**src/logic/dtuParams_defines.svh**
```systemverilog
`ifndef DTU_PARAMS_DEFINES_SVH
`define DTU_PARAMS_DEFINES_SVH

// ADC sample width, both gains
`define DTU_SAMPLE_BITS 12

// Baseline register width
`define DTU_BASELINE_BITS 8

// Serializer word width
`define DTU_WORD_BITS 32

// Output buffer size
`define DTU_FIFO_DEPTH 16
`define DTU_FIFO_PTR_BITS 4

// Gain x10 samples under this value pack densely, so 6 bits are enough
`define DTU_BASELINE_LIMIT 64

`endif
```
**src/logic/dtuFramePkg.sv**
```systemverilog
package dtuFramePkg;

	// Header in bits 31..30 of every output word
	typedef enum logic [1:0] {
		WORD_BASELINE = 2'b01,	// Up to four 6-bit samples
		WORD_SIGNAL   = 2'b10	// Up to two 13-bit samples with gain bit
	} wordTypeT;

	// Kind of partial word held in the encoder
	typedef enum logic [1:0] {
		ENC_EMPTY,
		ENC_BASELINE,
		ENC_SIGNAL
	} encStateT;

endpackage

```
**src/logic/dtuSamplePkg.sv**
```systemverilog
package dtuSamplePkg;

	// Gain selection per sample
	//   GAIN_AUTO    x10 unless the x10 channel saturates
	//   GAIN_FORCE10 x10 always
	//   GAIN_FORCE01 x1 always
	// The remaining code 2'b11 is handled like GAIN_AUTO
	typedef enum logic [1:0] {
		GAIN_AUTO    = 2'b00,
		GAIN_FORCE10 = 2'b01,
		GAIN_FORCE01 = 2'b10
	} gainModeT;

endpackage

```
**src/logic/dtuInterfaces.sv**
```systemverilog
`timescale 1ns/1ps
`include "dtuParams_defines.svh"

// Both gains after baseline subtraction
interface sampleLaneIf;
	logic [`DTU_SAMPLE_BITS-1:0] gain10;
	logic [`DTU_SAMPLE_BITS-1:0] gain01;
	logic saturated;	// Raw x10 at or above the saturation value
	logic valid;

	modport source (output gain10, gain01, saturated, valid);
	modport sink (input gain10, gain01, saturated, valid);
endinterface

// One chosen sample, classified for the encoder
interface codedSampleIf;
	logic [`DTU_SAMPLE_BITS-1:0] sample;
	logic gainBit;	// Set for x1
	logic isBaseline;
	logic valid;

	modport source (output sample, gainBit, isBaseline, valid);
	modport sink (input sample, gainBit, isBaseline, valid);
endinterface

```
**src/logic/dtuCore.sv**
```systemverilog
`timescale 1ns/1ps
`include "dtuParams_defines.svh"

module dtuCore
	import dtuSamplePkg::*;
(
	input  logic clk,
	input  logic reset,
	input  logic calibrationBusy,
	input  logic testEnable,
	input  gainModeT gainSelMode,
	input  logic [`DTU_SAMPLE_BITS-1:0] dataGain10,
	input  logic [`DTU_SAMPLE_BITS-1:0] dataGain01,
	input  logic [`DTU_SAMPLE_BITS-1:0] saturationValue,
	input  logic [`DTU_BASELINE_BITS-1:0] baselineGain10,
	input  logic [`DTU_BASELINE_BITS-1:0] baselineGain01,
	input  logic handshake,
	input  logic [`DTU_WORD_BITS-1:0] testWord,
	output logic [`DTU_WORD_BITS-1:0] dataOut,
	output logic dataValid,
	output logic losingData
);

	logic [`DTU_WORD_BITS-1:0] word;
	logic load;

	sampleLaneIf laneBus ();
	codedSampleIf codedBus ();

	baselineSubtractor subtractor (
		.clk(clk),
		.reset(reset),
		.calibrationBusy(calibrationBusy),
		.dataGain10(dataGain10),
		.dataGain01(dataGain01),
		.saturationValue(saturationValue),
		.baselineGain10(baselineGain10),
		.baselineGain01(baselineGain01),
		.lane(laneBus.source)
	);

	gainSelector selector (
		.clk(clk),
		.reset(reset),
		.gainSelMode(gainSelMode),
		.lane(laneBus.sink),
		.coded(codedBus.source)
	);

	sampleEncoder encoder (
		.clk(clk),
		.reset(reset),
		.coded(codedBus.sink),
		.word(word),
		.load(load)
	);

	wordBuffer buffer (
		.clk(clk),
		.reset(reset),
		.load(load),
		.handshake(handshake),
		.testEnable(testEnable),
		.word(word),
		.testWord(testWord),
		.dataOut(dataOut),
		.dataValid(dataValid),
		.losingData(losingData)
	);

endmodule

```
**src/logic/wordBuffer.sv**
```systemverilog
`timescale 1ns/1ps
`include "dtuParams_defines.svh"

module wordBuffer (
	input  logic clk,
	input  logic reset,
	input  logic load,
	input  logic handshake,
	input  logic testEnable,
	input  logic [`DTU_WORD_BITS-1:0] word,
	input  logic [`DTU_WORD_BITS-1:0] testWord,
	output logic [`DTU_WORD_BITS-1:0] dataOut,
	output logic dataValid,
	output logic losingData
);

	logic [`DTU_WORD_BITS-1:0] mem [`DTU_FIFO_DEPTH];
	logic [`DTU_FIFO_PTR_BITS-1:0] wrPtr;
	logic [`DTU_FIFO_PTR_BITS-1:0] rdPtr;
	logic [`DTU_FIFO_PTR_BITS:0] occupancy;	// One bit wider to reach full depth
	logic full;
	logic empty;
	logic write;
	logic pop;

	assign full = (occupancy == `DTU_FIFO_DEPTH);
	assign empty = (occupancy == '0);
	assign write = load && !full;
	assign pop = handshake && !testEnable && !empty;	// Serializer frozen in test mode

	always_ff @(posedge clk) begin
		if (reset) begin
			wrPtr <= '0;
			rdPtr <= '0;
			occupancy <= '0;
			losingData <= 1'b0;
		end else begin
			losingData <= load && full;
			if (write)
				wrPtr <= wrPtr + 1'b1;	// Wraps at depth
			if (pop)
				rdPtr <= rdPtr + 1'b1;
			case ({write, pop})
				2'b10:   occupancy <= occupancy + 1'b1;
				2'b01:   occupancy <= occupancy - 1'b1;
				default: occupancy <= occupancy;
			endcase
		end
	end

	always_ff @(posedge clk) begin
		if (write)
			mem[wrPtr] <= word;
	end

	// Head word falls through
	assign dataOut = testEnable ? testWord : mem[rdPtr];
	assign dataValid = testEnable || !empty;

	occupancyBound: assert property (@(posedge clk) disable iff (reset)
		occupancy <= `DTU_FIFO_DEPTH)
		else $error("word buffer occupancy above depth");

	// Serializer strobes only while a word is offered
	noPopWhenEmpty: assert property (@(posedge clk) disable iff (reset)
		(handshake && !testEnable) |-> !empty)
		else $error("handshake on an empty word buffer");

endmodule

```
**src/logic/sampleEncoder.sv**
```systemverilog
`timescale 1ns/1ps
`include "dtuParams_defines.svh"

module sampleEncoder
	import dtuFramePkg::*;
(
	input  logic clk,
	input  logic reset,
	codedSampleIf.sink coded,
	output logic [`DTU_WORD_BITS-1:0] word,
	output logic load
);

	localparam int BASELINE_FIELD = 6;
	localparam int SIGNAL_FIELD = `DTU_SAMPLE_BITS + 1;	// Gain bit on top
	localparam int PAYLOAD_BITS = 2 * SIGNAL_FIELD;
	localparam logic [2:0] BASELINE_PER_WORD = 3'd4;
	localparam logic [2:0] SIGNAL_PER_WORD = 3'd2;

	encStateT state;
	encStateT sampleType;
	logic [2:0] count;
	logic [PAYLOAD_BITS-1:0] payload;
	logic flush;
	logic startFresh;
	logic [2:0] slot;
	logic [2:0] newCount;
	logic [PAYLOAD_BITS-1:0] newPayload;
	logic wordFull;

	function automatic logic [`DTU_WORD_BITS-1:0] packWord(
		input encStateT kind,
		input logic [2:0] n,
		input logic [PAYLOAD_BITS-1:0] p
	);
		if (kind == ENC_BASELINE)
			return {WORD_BASELINE, n, 3'b000, p[4*BASELINE_FIELD-1:0]};
		return {WORD_SIGNAL, n, 1'b0, p};
	endfunction

	always_comb begin
		sampleType = coded.isBaseline ? ENC_BASELINE : ENC_SIGNAL;
		flush = coded.valid && (state != ENC_EMPTY) && (state != sampleType);
		startFresh = (state == ENC_EMPTY) || flush;
		slot = startFresh ? 3'd0 : count;
		newCount = slot + 3'd1;
		newPayload = startFresh ? '0 : payload;
		if (coded.isBaseline) begin
			newPayload[slot*BASELINE_FIELD +: BASELINE_FIELD] =
				coded.sample[BASELINE_FIELD-1:0];
			wordFull = (newCount == BASELINE_PER_WORD);
		end else begin
			newPayload[slot*SIGNAL_FIELD +: SIGNAL_FIELD] = {coded.gainBit, coded.sample};
			wordFull = (newCount == SIGNAL_PER_WORD);
		end
	end

	always_ff @(posedge clk) begin
		if (reset) begin
			state <= ENC_EMPTY;
			count <= '0;
			load <= 1'b0;
		end else begin
			load <= flush || (coded.valid && wordFull);
			if (coded.valid) begin
				if (wordFull) begin
					state <= ENC_EMPTY;
					count <= '0;
				end else begin
					state <= sampleType;
					count <= newCount;
				end
			end
		end
	end

	// Type change ships the old partial word, new sample opens the next one
	always_ff @(posedge clk) begin
		if (coded.valid) begin
			payload <= newPayload;
			if (flush)
				word <= packWord(state, count, payload);
			else if (wordFull)
				word <= packWord(sampleType, newCount, newPayload);
		end
	end

	// A shipped word holds one sample at least and no more than its type allows
	loadedWordCount: assert property (@(posedge clk) disable iff (reset)
		load |-> (word[29:27] != 3'd0) && (word[29:27] <=
			((word[31:30] == WORD_BASELINE) ? BASELINE_PER_WORD : SIGNAL_PER_WORD)))
		else $error("loaded word with an impossible sample count");

	countInRange: assert property (@(posedge clk) disable iff (reset)
		((state == ENC_BASELINE) |-> (count <= BASELINE_PER_WORD)) and
		((state == ENC_SIGNAL) |-> (count <= SIGNAL_PER_WORD)))
		else $error("partial word count beyond capacity");

endmodule

```
**src/logic/gainSelector.sv**
```systemverilog
`timescale 1ns/1ps
`include "dtuParams_defines.svh"

module gainSelector
	import dtuSamplePkg::*;
(
	input  logic clk,
	input  logic reset,
	input  gainModeT gainSelMode,
	sampleLaneIf.sink lane,
	codedSampleIf.source coded
);

	logic useGain01;
	logic [`DTU_SAMPLE_BITS-1:0] chosen;

	always_comb begin
		case (gainSelMode)
			GAIN_FORCE10: useGain01 = 1'b0;
			GAIN_FORCE01: useGain01 = 1'b1;
			default:      useGain01 = lane.saturated;	// Auto, also the spare code
		endcase
		chosen = useGain01 ? lane.gain01 : lane.gain10;
	end

	always_ff @(posedge clk) begin
		if (reset)
			coded.valid <= 1'b0;
		else
			coded.valid <= lane.valid;
	end

	// Only small x10 samples count as baseline
	always_ff @(posedge clk) begin
		coded.sample <= chosen;
		coded.gainBit <= useGain01;
		coded.isBaseline <= ~useGain01 && (chosen < `DTU_BASELINE_LIMIT);
	end

endmodule

```
**src/logic/baselineSubtractor.sv**
```systemverilog
`timescale 1ns/1ps
`include "dtuParams_defines.svh"

module baselineSubtractor (
	input  logic clk,
	input  logic reset,
	input  logic calibrationBusy,
	input  logic [`DTU_SAMPLE_BITS-1:0] dataGain10,
	input  logic [`DTU_SAMPLE_BITS-1:0] dataGain01,
	input  logic [`DTU_SAMPLE_BITS-1:0] saturationValue,
	input  logic [`DTU_BASELINE_BITS-1:0] baselineGain10,
	input  logic [`DTU_BASELINE_BITS-1:0] baselineGain01,
	sampleLaneIf.source lane
);

	// Subtract and floor at zero
	function automatic logic [`DTU_SAMPLE_BITS-1:0] clampSub(
		input logic [`DTU_SAMPLE_BITS-1:0] sample,
		input logic [`DTU_BASELINE_BITS-1:0] baseline
	);
		logic [`DTU_SAMPLE_BITS-1:0] wideBaseline;
		wideBaseline = {{(`DTU_SAMPLE_BITS - `DTU_BASELINE_BITS){1'b0}}, baseline};
		if (sample >= wideBaseline)
			return sample - wideBaseline;
		return '0;
	endfunction

	// Samples are simply skipped during calibration
	always_ff @(posedge clk) begin
		if (reset)
			lane.valid <= 1'b0;
		else
			lane.valid <= ~calibrationBusy;
	end

	always_ff @(posedge clk) begin
		lane.gain10 <= clampSub(dataGain10, baselineGain10);
		lane.gain01 <= clampSub(dataGain01, baselineGain01);
		lane.saturated <= (dataGain10 >= saturationValue);	// Raw value, before subtraction
	end

endmodule

```
**config.mk**
```make
export PLATFORM = sky130hd
export DESIGN_NAME = dtuCore
export DESIGN_NICKNAME = d
export VERILOG_FILES = /design/src/logic/dtuFramePkg.sv /design/src/logic/dtuSamplePkg.sv /design/src/logic/dtuInterfaces.sv /design/src/logic/dtuCore.sv /design/src/logic/wordBuffer.sv /design/src/logic/sampleEncoder.sv /design/src/logic/gainSelector.sv /design/src/logic/baselineSubtractor.sv
export VERILOG_INCLUDE_DIRS = /design/src /design/src/logic
export SDC_FILE = /design/constraint.sdc
export NUM_CORES = 1
export LEC_CHECK = 0
export ABC_AREA = 1
export BUFFER_PORTS_ARGS = -buffer_cell sky130_fd_sc_hd__buf_2
export CORE_MARGIN = 3
export CORE_UTILIZATION = 60
export DETAILED_ROUTE_END_ITERATION = 10
export GPL_TIMING_DRIVEN = 0
export PLACE_DENSITY = 0.78
export SYNTH_ARGS = -nofsm -noshare
export SYNTH_HDL_FRONTEND = slang
export SYNTH_HIERARCHICAL = 1
export SYNTH_SLANG_ARGS = --single-unit
```
**constraint.sdc**
```tcl
create_clock -name clk -period 9.5 [get_ports clk]
set_input_delay 0.475 -clock clk [delete_from_list [all_inputs] [get_ports clk]]
set_output_delay 0.475 -clock clk [all_outputs]
set_load 0.01 [all_outputs]
```
==> impl_metrics.json <==
{
  "grt_pass1_vias": 21723,
  "path_class": "flip-flop to flip-flop",
  "cts.sinks": 634,
  "worstPathRequired_ns": 9.84,
  "drt_iter0_markers": 2811,
  "grt_max_degree": 32,
  "drive_gt1_share_pct": 12.5,
  "area_growth_pct": 13.4,
  "synth_most_common_cell": "edfxtp_1",
  "syn_nets": 2734,
  "reg2reg_slack_ns": 4.58,
  "worst_pin_slew_ns": 1.26,
  "hp-start": "dataGain01[8]",
  "die_width_microns": 223,
  "gp_congestion": 0.976,
  "synth_top_area_share_pct": 60.5,
  "synthCells": 2594,
  "synth-edff-count": 569,
  "ys_types": 55,
  "start_util_pct": 61.4,
  "port_buffers": 124,
  "grt_pass1_wl_mm": 125,
  "clk_latency_ns": 0.63,
  "final.min_clock_period_ns": 4.92,
  "rr_endpoint": "encoder/word[10]",
  "cp-endpoint": "encoder/word[10]",
  "fp.dieH_microns": 223,
  "yosys_warnings": 6,
  "diodes": 0,
  "worst_setup_path_startpoint": "selector/coded.valid",
  "ys_top_cells_by_count": "edfxtp_1 (569), nor2_1 (426), nand2_1 (332)",
  "max_freq_mhz": 203,
  "cts_setup_buffers": 0,
  "cts_hold_buf": 1,
  "drc": 0,
  "p_per_area_nw_per_um2": 193,
  "setup_viol": 0,
  "endpoint_kind": "flip-flop",
  "overflow": 0,
  "maxSlewHeadroom_pct": 15.8,
  "vias_per_cell": 6.33,
  "cts_tree": "yes",
  "avgSynthCellArea_sq_um": 10.9,
  "ys_seq_area_share_pct": 65.1,
  "finClkSkew_ns": 0.0272,
  "p_leak_nw": 11.9,
  "fin_crit_sh_pct": 51.8,
  "r2r_start": "selector/coded.valid",
  "firstDrtPassIters": 7,
  "fin_nets": 2936,
  "crit_path_frequent_cell": "nand2_1",
  "htree_levels": 2,
  "final_hold_viol_count": 0,
  "r2r_cells": 20,
  "synth_seq_cells": 634,
  "clkSlewWorstSetupHoldPaths_ns": 0.07,
  "start_kind": "flip-flop",
  "tns_ns": 0,
  "cts_root_buffer": "clkbuf_16",
  "hp-class": "input port to flip-flop",
  "final_max_slew_viol_count": 0,
  "wire_per_inst_microns": 24.1,
  "routed_wl_mm": 83.1,
  "num_io_pins": 125,
  "async_reset_ff_share_pct": 0,
  "die_area_sq_um": 49700,
  "netlist_area_sq_um": 28200,
  "cts-buffers-inserted": 59,
  "antenna_left": 0,
  "antenna_found_initial": 1,
  "synth_top_cell_by_area": "edfxtp_1",
  "clk_path_buf_depth": 3,
  "globalRouteTotalUtil_pct": 33.0,
  "routed-via-count": 21785,
  "max_cap_violations": 0,
  "rsz0062_at_grt": "false",
  "post_cts_resized": 0,
  "ir_drop_uv": 169,
  "path_max_fanout": 27,
  "ys_top_cells_by_area": "edfxtp_1 (61%), nor2_1 (5.7%), o21ai_0 (4.7%), dfxtp_1 (4.6%), nand2_1 (4.4%)",
  "placementRows": 78,
  "cp_top_family": "simple AND/OR/NAND/NOR gates",
  "core_area_sq_um": 46000,
  "critical_path_depth": 20,
  "synth_ff_type": "edfxtp_1",
  "arrival_ns": 5.26,
  "cp_slowest_cell": "dfxtp_2",
  "crit_chain": "buf_4, nand3_2, nand3_4, inv_2, nand2_1, inv_2, ha_1, inv_1, fa_1, ha_1, clkbuf_1, inv_1, clkbuf_1, nor2_1, nor2_1, nand2_1, nand2_1, nand3_1, nand3_1, nand2_1",
  "outcome": "completed",
  "dp_hpwl_mm": 56.6,
  "slowest_delay_ns": 0.79,
  "dp_cells": 3334,
  "layout.cells.non_filler": 3441,
  "path_buf_inv": 7
}
[flip-flops by register name (all words and copies together) (netlist names), named ones only]
signal,cells
selector/coded.valid,1
encoder/word,31
subtractor/lane.valid,1
buffer/losingData,1
subtractor/lane.gain01,12
encoder/state,2
buffer/mem,512
subtractor/lane.saturated,1
selector/coded.gainBit,1
subtractor/lane.gain10,12
selector/coded.sample,12
buffer/rdPtr,4
encoder/load,1
buffer/wrPtr,4
selector/coded.isBaseline,1
encoder/count,3
buffer/occupancy,5
encoder/payload,26
[cells by family (layout without fill, tap and decap cells)]
group	after synthesis	count (layout)	synth area share, %
AO/OA/AOI/OAI	556	556	11.8
XOR/XNOR	11	11	0.341
adder cells (fa/ha/maj)	49	49	2.25
buffers and inverters	328	575	4.98
flip-flops	634	634	65.1
other	1	1	0.0133
AND/OR/NAND/NOR	1015	1015	15.5
[worst reg2reg max path, cell delays in order (launching register included)]
cell	delay, ns
dfxtp_2	0.79
buf_4	0.29
nand3_2	0.17
nand3_4	0.25
inv_2	0.08
nand2_1	0.13
inv_2	0.14
ha_1	0.25
inv_1	0.09
fa_1	0.46
ha_1	0.29
clkbuf_1	0.25
inv_1	0.13
clkbuf_1	0.44
nor2_1	0.09
nor2_1	0.30
nand2_1	0.15
nand2_1	0.08
nand3_1	0.09
nand3_1	0.11
nand2_1	0.09
[layer usage]
layer  global-route usage, %  up-vias  routed length [microns]
met4                    17.7        2                     4560
met5                       0        -                       13
met1                    41.0    10231                    29000
li1                        -     9659                        -
met2                    54.8     1570                    39900
met3                    7.00      323                     9640
[where the power goes]
group	internal [W]	switching [W]	leakage [nW]
clock network	0.00139	0.00102	0.932
registers	0.00304	0.0000328	5.67
logic	0.000228	0.000478	5.27
[placed cells by master (no fill, tap or decap), types with 16 or more instances in the layout]
master | synthesis | routed
dfxtp_1 | 65 | 64
nor2_4 | 7 | 23
clkbuf_1 | 74 | 87
a31oi_1 | 33 | 33
a21oi_1 | 38 | 38
nand2_1 | 332 | 332
buf_4 | 17 | 17
clkinv_1 | 2 | 16
inv_1 | 172 | 172
o21ai_1 | 52 | 52
inv_2 | 16 | 16
nor2_1 | 426 | 410
buf_2 | 26 | 150
edfxtp_1 | 569 | 569
nand3_1 | 166 | 166
o22ai_1 | 36 | 36
ha_1 | 46 | 46
clkbuf_16 | 0 | 61
o221ai_1 | 94 | 94
o21ai_0 | 267 | 267
and2_1 | 16 | 16
[per-stage QoR]
| stage | area [sq um] | hold slack (ns) | util (%) | setup slack, ns | power [W] |
|---|---|---|---|---|---|
| after floorplan | 28200 | 0.388 | - | 5.36 | 0.00356 |
| after global placement | 29600 | 0.395 | 64.4 | 4.28 | 0.00379 |
| after detailed placement | 30100 | 0.397 | 65.4 | 4.18 | 0.00382 |
| after CTS | 32000 | 0.0852 | 69.7 | 4.16 | 0.00617 |
| after global routing | 32000 | 0.106 | 69.7 | 4.29 | 0.00636 |
| final | 32000 | 0.117 | 69.7 | 4.58 | 0.00619 |
[cell type report]
class / count / area, sq um
flip-flops and latches: 634 / 18400
fillers: 3172 / 13900
multi-input cells: 1632 / 8560
clock buffers: 74 / 1580
repair buffers: 141 / 981
well taps: 600 / 751
inverters: 190 / 713
plain buffers: 138 / 694
clock inverters: 32 / 368
[worst min path at each step]
stage,endpoint,slack [ns],cells after the start
2_1_floorplan,selector/coded.valid,0.39,2
3_3_place_gp,selector/coded.valid,0.39,2
3_5_place_dp,selector/coded.valid,0.40,2
4_1_cts,subtractor/lane.gain01[8],0.09,3
5_1_grt,subtractor/lane.gain01[8],0.11,3
6_report,subtractor/lane.gain01[8],0.12,3
No activity file was read; power rests on OpenSTA's default activity.
